### config.mk
export PLATFORM = sky130hd
export DESIGN_NAME = dcache_ctrl
export DESIGN_NICKNAME = d
export VERILOG_FILES = /design/src/logic/cache_bus_pkg.sv /design/src/logic/cache_geom_pkg.sv /design/src/logic/dcache_ctrl.sv
export SDC_FILE = /design/constraint.sdc
export NUM_CORES = 2
export LEC_CHECK = 0
export ABC_CLOCK_PERIOD_IN_PS = 11700
export BUFFER_PORTS_ARGS = -buffer_cell sky130_fd_sc_hd__buf_4
export CAP_MARGIN = 20
export CORE_AREA = 2 2 669 671
export CTS_CLUSTER_SIZE = 24
export DETAILED_ROUTE_END_ITERATION = 6
export DIE_AREA = 0 0 671 673
export SYNTH_ARGS = -nofsm -noshare
export SYNTH_HDL_FRONTEND = slang
export SYNTH_SLANG_ARGS = --single-unit
### constraint.sdc
create_clock -name clk -period 11.7 [get_ports clk]
set_input_delay 0.585 -clock clk [delete_from_list [all_inputs] [get_ports clk]]
set_output_delay 0.585 -clock clk [all_outputs]
set_load 0.1 [all_outputs]
### src/logic/cache_bus_pkg.sv
package cache_bus_pkg;

    localparam int word_w = 32;
    localparam int line_w = 256;        // eight words

    typedef logic [word_w-1:0] data_word_t;

    // word 0 sits in the low 32 bits
    typedef logic [line_w-1:0] line_data_t;

    typedef enum logic [2:0] {
        idle,       // waiting for a request
        lookup,     // tag compare, hit completes here
        wback,      // dirty victim out to memory
        askmem,     // line read pending
        refill,     // line written into the victim way
        uncache     // word port access
    } ctrl_state_t;

endpackage

### src/logic/cache_geom_pkg.sv
package cache_geom_pkg;

    localparam int addr_w   = 32;
    localparam int tag_w    = 20;
    localparam int index_w  = 7;
    localparam int offset_w = 5;        // 32-byte line
    localparam int bank_num = 8;        // words per line
    localparam int set_num  = 128;
    localparam int way_num  = 2;

    // byte address, tag in [31:12], index in [11:5], offset in [4:0]
    typedef logic [addr_w-1:0] phys_addr_t;

    typedef logic [tag_w-1:0] tag_t;

    typedef logic [index_w-1:0] set_index_t;

    // word within a line, address bits [4:2]
    typedef logic [2:0] bank_sel_t;

    typedef logic [3:0] byte_strb_t;    // one bit per byte lane

endpackage
### src/logic/dcache_ctrl.sv
`timescale 1ns/100ps

module dcache_ctrl (
    input  logic                                clk,
    input  logic                                reset,
    input  logic                                req_valid_i,
    input  logic                                req_op_i,
    input  cache_geom_pkg::phys_addr_t          req_addr_i,
    input  cache_geom_pkg::byte_strb_t          req_wstrb_i,
    input  cache_bus_pkg::data_word_t           req_wdata_i,
    input  logic                                uncache_i,
    output logic                                addr_ok_o,
    output logic                                data_ok_o,
    output cache_bus_pkg::data_word_t           rdata_o,
    output logic                                cache_miss_o,
    output logic                                rd_req_o,
    output cache_geom_pkg::phys_addr_t          rd_addr_o,
    input  logic                                rd_rdy_i,
    input  logic                                ret_valid_i,
    input  cache_bus_pkg::line_data_t           ret_data_i,
    output logic                                wr_req_o,
    output cache_geom_pkg::phys_addr_t          wr_addr_o,
    output cache_bus_pkg::line_data_t           wr_data_o,
    input  logic                                wr_rdy_i,
    output logic                                uc_ren_o,
    output logic                                uc_wen_o,
    output cache_geom_pkg::phys_addr_t          uc_addr_o,
    output cache_bus_pkg::data_word_t           uc_wdata_o,
    output cache_geom_pkg::byte_strb_t          uc_strb_o,
    input  logic                                uc_rvalid_i,
    input  cache_bus_pkg::data_word_t           uc_rdata_i,
    input  logic                                uc_bvalid_i,
    output cache_geom_pkg::set_index_t          rd_index_o,
    output cache_geom_pkg::set_index_t          wr_index_o,
    output cache_geom_pkg::byte_strb_t [cache_geom_pkg::bank_num-1:0]
                                                way_bank_we_o [cache_geom_pkg::way_num],
    output cache_bus_pkg::line_data_t           line_wdata_o,
    output logic [cache_geom_pkg::way_num-1:0]  tag_we_o,
    output cache_geom_pkg::tag_t                tag_wdata_o,
    output logic                                valid_wdata_o,
    input  cache_geom_pkg::tag_t                way_tag_i [cache_geom_pkg::way_num],
    input  logic [cache_geom_pkg::way_num-1:0]  way_valid_i,
    input  cache_bus_pkg::line_data_t           way_line_i [cache_geom_pkg::way_num]
);

    cache_bus_pkg::ctrl_state_t state, state_nxt;

    logic                        sweep_on;
    cache_geom_pkg::set_index_t  sweep_cnt;

    logic                        req_op_q;
    cache_geom_pkg::phys_addr_t  req_addr_q;
    cache_geom_pkg::byte_strb_t  req_wstrb_q;
    cache_bus_pkg::data_word_t   req_wdata_q;

    logic                        rd_taken;
    cache_bus_pkg::line_data_t   refill_q;

    logic [cache_geom_pkg::set_num-1:0] lru;   // way to replace next
    logic [cache_geom_pkg::set_num-1:0] dirty [cache_geom_pkg::way_num];

    cache_geom_pkg::tag_t        req_tag;
    cache_geom_pkg::set_index_t  req_index;
    cache_geom_pkg::bank_sel_t   req_bank;
    logic [cache_geom_pkg::way_num-1:0] hit;
    logic                        hit_any;
    logic                        hit_way;
    logic                        victim;
    logic                        accept;
    logic                        ret_take;
    logic                        uc_done;
    cache_bus_pkg::data_word_t   wmask;
    cache_bus_pkg::line_data_t   merged_line;

    assign req_tag   = req_addr_q[cache_geom_pkg::addr_w-1 -: cache_geom_pkg::tag_w];
    assign req_index = req_addr_q[cache_geom_pkg::offset_w +: cache_geom_pkg::index_w];
    assign req_bank  = req_addr_q[2 +: $bits(cache_geom_pkg::bank_sel_t)];

    always_comb begin
        for (int w = 0; w < cache_geom_pkg::way_num; w++) begin
            hit[w] = way_valid_i[w] && (way_tag_i[w] == req_tag);
        end
    end

    assign hit_any = |hit;
    assign hit_way = hit[1];
    assign victim  = lru[req_index];

    assign accept   = req_valid_i && addr_ok_o;
    assign ret_take = (state == cache_bus_pkg::askmem) && ret_valid_i && (rd_taken || rd_rdy_i);
    assign uc_done  = req_op_q ? uc_bvalid_i : uc_rvalid_i;

    assign wmask = {{8{req_wstrb_q[3]}}, {8{req_wstrb_q[2]}},
                    {8{req_wstrb_q[1]}}, {8{req_wstrb_q[0]}}};

    // refill line with a pending store folded in
    always_comb begin
        merged_line = refill_q;
        if (req_op_q) begin
            merged_line[32*req_bank +: 32] = (req_wdata_q & wmask) |
                                             (refill_q[32*req_bank +: 32] & ~wmask);
        end
    end

    always_comb begin
        state_nxt = state;
        unique case (state)
            cache_bus_pkg::idle: begin
                if (accept) begin
                    state_nxt = uncache_i ? cache_bus_pkg::uncache : cache_bus_pkg::lookup;
                end
            end
            cache_bus_pkg::lookup: begin
                if (hit_any) begin
                    state_nxt = cache_bus_pkg::idle;
                end else if (dirty[victim][req_index]) begin
                    state_nxt = cache_bus_pkg::wback;
                end else begin
                    state_nxt = cache_bus_pkg::askmem;
                end
            end
            cache_bus_pkg::wback:   if (wr_rdy_i) state_nxt = cache_bus_pkg::askmem;
            cache_bus_pkg::askmem:  if (ret_take) state_nxt = cache_bus_pkg::refill;
            cache_bus_pkg::refill:  state_nxt = cache_bus_pkg::idle;
            cache_bus_pkg::uncache: if (uc_done) state_nxt = cache_bus_pkg::idle;
            default:                state_nxt = cache_bus_pkg::idle;
        endcase
    end

    always_ff @(posedge clk) begin
        if (reset) begin
            state     <= cache_bus_pkg::idle;
            sweep_on  <= 1'b1;
            sweep_cnt <= '0;
            rd_taken  <= 1'b0;
        end else begin
            state <= state_nxt;
            if (sweep_on) begin
                sweep_cnt <= sweep_cnt + 1'b1;
                if (&sweep_cnt) sweep_on <= 1'b0;   // last set cleared
            end
            if (state != cache_bus_pkg::askmem) begin
                rd_taken <= 1'b0;
            end else if (rd_rdy_i) begin
                rd_taken <= 1'b1;
            end
        end
    end

    always_ff @(posedge clk) begin
        if (reset) begin
            lru   <= '0;
            dirty <= '{default: '0};
        end else if (state == cache_bus_pkg::lookup && hit_any) begin
            lru[req_index] <= ~hit_way;
            if (req_op_q) dirty[hit_way][req_index] <= 1'b1;
        end else if (state == cache_bus_pkg::refill) begin
            lru[req_index]            <= ~victim;
            dirty[victim][req_index]  <= req_op_q;   // store miss leaves it dirty
        end
    end

    always_ff @(posedge clk) begin
        if (accept) begin
            req_op_q    <= req_op_i;
            req_addr_q  <= req_addr_i;
            req_wstrb_q <= req_wstrb_i;
            req_wdata_q <= req_wdata_i;
        end
        if (ret_take) refill_q <= ret_data_i;
    end

    assign addr_ok_o    = (state == cache_bus_pkg::idle) && !sweep_on;
    assign cache_miss_o = (state == cache_bus_pkg::lookup) && !hit_any;
    assign data_ok_o    = ((state == cache_bus_pkg::lookup) && hit_any) ||
                          (state == cache_bus_pkg::refill) ||
                          ((state == cache_bus_pkg::uncache) && uc_done);

    always_comb begin
        unique case (state)
            cache_bus_pkg::uncache: rdata_o = uc_rdata_i;
            cache_bus_pkg::refill:  rdata_o = merged_line[32*req_bank +: 32];
            default:                rdata_o = way_line_i[hit_way][32*req_bank +: 32];
        endcase
    end

    assign rd_req_o  = (state == cache_bus_pkg::askmem) && !ret_valid_i;
    assign rd_addr_o = {req_addr_q[cache_geom_pkg::addr_w-1:cache_geom_pkg::offset_w],
                        {cache_geom_pkg::offset_w{1'b0}}};

    // victim line stays on the read port while the index is held
    assign wr_req_o  = (state == cache_bus_pkg::wback);
    assign wr_addr_o = {way_tag_i[victim], req_index, {cache_geom_pkg::offset_w{1'b0}}};
    assign wr_data_o = way_line_i[victim];

    assign uc_ren_o   = (state == cache_bus_pkg::uncache) && !req_op_q;
    assign uc_wen_o   = (state == cache_bus_pkg::uncache) && req_op_q;
    assign uc_addr_o  = req_addr_q;
    assign uc_wdata_o = req_wdata_q;
    assign uc_strb_o  = req_wstrb_q;

    assign rd_index_o = (state == cache_bus_pkg::idle) ?
                        req_addr_i[cache_geom_pkg::offset_w +: cache_geom_pkg::index_w] :
                        req_index;
    assign wr_index_o    = sweep_on ? sweep_cnt : req_index;
    assign tag_wdata_o   = req_tag;
    assign valid_wdata_o = !sweep_on;
    assign line_wdata_o  = (state == cache_bus_pkg::refill) ? merged_line :
                           {cache_geom_pkg::bank_num{req_wdata_q}};

    always_comb begin
        for (int w = 0; w < cache_geom_pkg::way_num; w++) begin
            tag_we_o[w] = sweep_on || ((state == cache_bus_pkg::refill) && (victim == w));
            for (int b = 0; b < cache_geom_pkg::bank_num; b++) begin
                way_bank_we_o[w][b] = '0;
                if ((state == cache_bus_pkg::refill) && (victim == w)) begin
                    way_bank_we_o[w][b] = 4'hf;   // whole line
                end else if ((state == cache_bus_pkg::lookup) && hit[w] && req_op_q &&
                             (req_bank == b)) begin
                    way_bank_we_o[w][b] = req_wstrb_q;
                end
            end
        end
    end

endmodule

Word-level counts from Yosys, hierarchy flattened
Cells that the tools add are included.
{"block": "op_classes", "addsub": 2, "magnitude_cmp": 6, "n_eq_ne": 20, "shift": 5, "muxes": 79, "bitwise": 9, "reduce_logical": 54}
{"op": "two-way mux 256 bit", "n": 11}
{"op": "two-way mux 128 bit", "n": 7}
{"op": "variable part select 256 x 9 -> 32 bit", "n": 3}
{"op": "bitwise mux 256 bit", "n": 2}
{"op": "bitwise mux 128 bit", "n": 2}
{"op": "demux 128 bit (select 1 bit)", "n": 2}
{"op": "OR 256 bit", "n": 1}
{"op": "variable shift 32 x 34 -> 256 bit, first input constant", "n": 1}
{"op": "variable part select 32 x 34 -> 256 bit", "n": 1}
{"op": "two-way mux 4 bit", "n": 32}
{"op": "AND 32 bit", "n": 2}
{"op": "one-hot mux 32 bit (2 select lines)", "n": 1}
{"op": "two-way mux 20 bit", "n": 3}
{"op": "equality test 20 bit", "n": 2}
{"op": "logical AND 1 bit", "n": 37}
{"op": "negation 8 -> 34 bit", "n": 1}
{"op": "NOT 32 bit", "n": 1}
{"op": "OR 32 bit", "n": 1}
{"op": "equality test 3 bit, second input constant", "n": 6}
{"op": "two-way mux 3 bit", "n": 5}
{"op": "one-hot mux 3 bit (5 select lines)", "n": 1}
{"op": "binary-select mux 1 bit (select 7 bit)", "n": 2}
{"op": "two-way mux 7 bit", "n": 2}
{"op": "equality test 3 x 2 -> 1 bit, second input constant", "n": 4}
{"op": "22 further kinds", "n": 45}
{"block": "word_totals", "reg_bits": 721, "inputBits": 920, "out_inout_bits": 784, "wordCells": 187}

Longest topological paths before layout
{"block": "logic_depth", "depth_word": 11, "ltp_mapped": 19, "mapped_depth_nobuf": 13}

Worst setup path after synthesis
OpenSTA, ideal clock, no wires.
{"block": "synth_path", "path_type": "register to output", "from": "register req_addr_q[2] (netlist: uc_addr_o[2])", "to": "output port rdata_o[21]", "arrival_time_ps": 6207, "t_required_ps": 11115, "slack_ps": 4908, "path_stages_with_launch": 19, "path_buffers": 7, "cell_sequence": "edfxtp_1 clkbuf_1 buf_1 inv_1 clkbuf_1 buf_1 ha_1 ha_1 clkbuf_1 nand2_1 nor3_1 clkbuf_1 buf_1 a211oi_1 a311oi_1 nor3_1 a21oi_1 a21oi_1 a21oi_1"}
{"block": "synth_via", "elab_chain_cells": 8, "elab_cells_between_ends": 11, "classes_between": "1 x add/sub; 5 x shift; 3 x mux; 2 x bitwise"}
{"element": "start: declaration", "line_no": "dcache_ctrl.sv:52", "source": "cache_geom_pkg::phys_addr_t req_addr_q;"}
{"element": "start signal: assignment", "line_no": "dcache_ctrl.sv:166", "source": "req_addr_q <= req_addr_i;"}
{"element": "variable part select 256 x 9 -> 32 bit", "line_no": "dcache_ctrl.sv:101", "source": "(refill_q[32*req_bank +: 32] & ~wmask);"}
{"element": "AND 32 bit", "line_no": "dcache_ctrl.sv:101"}
{"element": "OR 32 bit", "line_no": "dcache_ctrl.sv:100", "source": "merged_line[32*req_bank +: 32] = (req_wdata_q & wmask) |"}
{"element": "variable part select 32 x 34 -> 256 bit", "line_no": "dcache_ctrl.sv:100"}
{"element": "bitwise mux 256 bit", "line_no": "dcache_ctrl.sv:100"}
{"element": "two-way mux 256 bit", "line_no": "dcache_ctrl.sv:99", "source": "if (req_op_q) begin"}
{"element": "variable part select 256 x 9 -> 32 bit", "line_no": "dcache_ctrl.sv:182", "source": "cache_bus_pkg::refill: rdata_o = merged_line[32*req_bank +: 32];"}
{"element": "one-hot mux 32 bit (2 select lines) (*)", "line_no": "dcache_ctrl.sv:180", "source": "unique case (state)"}
{"element": "end: declaration", "line_no": "dcache_ctrl.sv:14", "source": "output cache_bus_pkg::data_word_t rdata_o,"}
Every way passes the cells marked *; elsewhere a longest branch is shown, timed or not.

Worst setup path after layout
{"block": "layout_path", "from": "register req_addr_q[2] (netlist: uc_addr_o[2])", "to": "output port rdata_o[4]"}
Same word-level chain as after synthesis.

==> results.cfg <==
[placed_design]
dp_hpwl_mm = 392
place_area_um2 = 66500
pre_cts_ws_ns = 4.36
routabilityCongestion = 1.04
io_buffers = 1693
dp_cells = 13600

[logic_synthesis]
avgSynthCellArea_um2 = 7.37
async_reset_ff_share_pct = 0
yosysSeqAreaShare_pct = 37.1
ys_ff_latch = 721
yosys_warnings = 0
syn-instance-count = 6464
synthFlopType = dfxtp_1
yosysUniqueCellTypes = 61
synth-edff-count = 325
netlist_area_um2 = 47600

[hold_path]
worst_hold_path.num_cells = 1
min_from = ret_data_i[82]
min_to = refill_q[82]$_DFFE_PP_
hp-class = primary input to register

[setup_path]
arrival_ns = 7.48
path_max_fanout = 40
crit_path_top_delay_cell = nor3_1
r2r_slack_ns = 4.57
r2r-end = dirty[168]$_SDFFE_PP0P_
crit_chain = buf_4 > inv_6 > ha_1 > ha_1 > inv_1 > nor3_2 > buf_4 > buf_4 > a21oi_1 > nor2_1 > a311oi_1 > nor3_1 > nor3_1 > a21oi_1 > a21oi_1 > buf_4
worst_setup_path_end_kind = primary output
slowest_delay_ns = 0.90
reg2reg_depth = 13
reg2reg_from = uc_addr_o[5]$_DFFE_PP_
path_common_cell = buf_4
cp-start-kind = register
worstSetupPathType = register to primary output
cp.required_ns = 11.12

[drt]
vias = 62800
via_per_inst = 4.42
drtIter0Drc = 8893
wl_per_cell_um = 34.4
firstDrtPassIters = 6
totalWireLength_mm = 489
route.antenna.remaining_nets = 0
drc_errors = 2

[timing]
timing.fmax_ghz = 0.124
worstMarginPinSlew_ns = 1.27
setup_ws_ns = 3.63
maxSlewViolCount = 0
hold_viol_final = 0
fin_setup_tns_ns = 0
rsz0062_at_grt = false
finalCritPeriodShare_pct = 69.0
fin_worst_skew_ns = 0.150
holdWs_ns = 0.0504
relSlewSlack_pct = 14.6
layout_min_cycle_time_ns = 8.07
setup_viol = 0

[grt]
grt_pass1_vias = 56800
grt_max_degree = 201
grt_pass1_wl_mm = 610
grt_usage_pct = 20.5
overflow = 0
grt_antenna_before_repair = 241

[clock_tree]
clkLatencyLatePin_ns = 0.95
cts_tree = yes
cts_root_buf = clkbuf_16
htreeDepth = 3
cts_num_sinks = 721
cts_setup_buffers = 0
cts.path.max_buffers = 4
clk_pin_slew_worst_paths_ns = 0.06
cts_buffers = 100

[floorplanning]
fp.dieH_um = 673
die_w_um = 671
io_pins = 1704
core-area_um2 = 444000
rows = 245
fp.dieArea_um2 = 452000
start_util_pct = 10.7

[final_layout]
final_layout_size_suffix_gt1_share_pct = 26.2
fin_nets = 9026
final_area_um2 = 73400
utilization_pct = 16.5
area_growth_pct = 54.0
layout.cells.non_filler = 14200

[outcome]
violations = DRC
status = complete, but fails checks

[power_and_ir_drop]
power_density_nw_per_um2 = 100
max-vdd-ir-drop_uv = 109
power_mw = 7.35
leakage_nw = 27.8

[job]
maxCapViolCount = 0
[where the power goes]
| group | internal [mW] | switching [mW] |
|---|---|---|
| Clock | 1.85 | 1.40 |
| Sequential | 2.65 | 0.0168 |
| Combinational | 0.432 | 1.00 |
| Total | 4.93 | 2.42 |
[cell families (layout without fill, tap and decap cells)]
family	count (synthesis)	in the layout	synth area share [%]
DFF	721	721	37.1
other	1	118	0.00787
buffers and inverters	648	2348	5.87
adders and majority gates	7	7	0.184
xor gates and xnor gates	45	45	0.827
muxes	225	225	7.42
and+or+nand+nor	3182	3182	26.5
AOI/OAI and AO/OA	1635	1635	22.0
[cell usage in the layout, fill, tap and decap left out, drive strengths merged, types with 78 or more instances in the layout]
cell type,n
nand2,1772
mux2i,110
a22oi,137
dfxtp,396
edfxtp,325
diode,108
a311oi,194
clkbuf,129
nor3,115
dlygate4sd3,325
a211oi,357
nand3,151
mux4,101
a21oi,589
nor2,1005
nor2b,78
buf,1830
o21ai,202
[flip-flops by register name, summed over array words and instances (netlist names)]
name / cells
sweep_cnt: 7
dirty: 256
state: 3
refill_q: 256
rd_taken: 1
uc_wdata_o: 32
req_op_q: 1
uc_addr_o: 32
sweep_on: 1
uc_strb_o: 4
lru: 128
[timing repair]
action,4_1_cts,5_1_grt
hold endpoints to repair,325,0
endpoints found under the setup margin,0,0
hold buffers,325,0
resized for setup,0,0
[metal layers]
metal  wire [um]  track usage [%]  share of wire [%]
met2      220000             32.6                 45
met1      176000             23.2                 36
met3       57200             8.34                 12
met5        1110                0               0.23
met4       34000             11.9                7.0
[cells in the mapped netlist (101+ instances only)]
library cell  number  share of area, %
nand2_1         1772                14
nor2_1          1005               7.9
a21oi_1          589               6.2
clkbuf_1         446               3.5
dfxtp_1          396                17
a211oi_1         357               5.6
edfxtp_1         325                20
o21ai_0          200               2.1
a311oi_1         194               3.6
nand3_1          151               1.6
a22oi_1          137               2.2
nor3_1           115               1.2
mux2i_1          110               2.3
mux4_2           101               4.8
[critical path: cells and delay by family (launching register included)]
kind / cells / cell delay [ns]
compound gates: 4 / 0.68
fa+ha+maj: 2 / 0.86
buf+inv: 6 / 2.69
flops: 1 / 0.32
simple gates: 4 / 1.93
[worst max-delay path by stage]
| stage | startpoint | end | slack [ns] | depth (start not counted) |
|---|---|---|---|---|
| global route | uc_addr_o[2]$_DFFE_PP_ | rdata_o[4] | 3.34 | 16 |
| CTS | uc_addr_o[2]$_DFFE_PP_ | rdata_o[4] | 3.66 | 16 |
| global placement | uc_addr_o[5]$_DFFE_PP_ | state[0]$_SDFFE_PP0P_ | 4.46 | 15 |
| finish | uc_addr_o[2]$_DFFE_PP_ | rdata_o[4] | 3.63 | 16 |
| floorplan | uc_addr_o[2]$_DFFE_PP_ | rdata_o[21] | 4.91 | 18 |
| detailed placement | uc_addr_o[5]$_DFFE_PP_ | state[0]$_SDFFE_PP0P_ | 4.36 | 15 |
[area by class of cell]
cell class,instances,area (um2)
Tap cell,5928,7420
Antenna cell,108,270
Clock buffer,126,2720
Timing Repair Buffer,2158,17200
Multi-Input combinational cell,5104,27400
Clock inverter,50,581
Sequential cell,721,17700
Fill cell,50500,371000
Inverter,14,70.1
(Power assumes the default switching activity.)
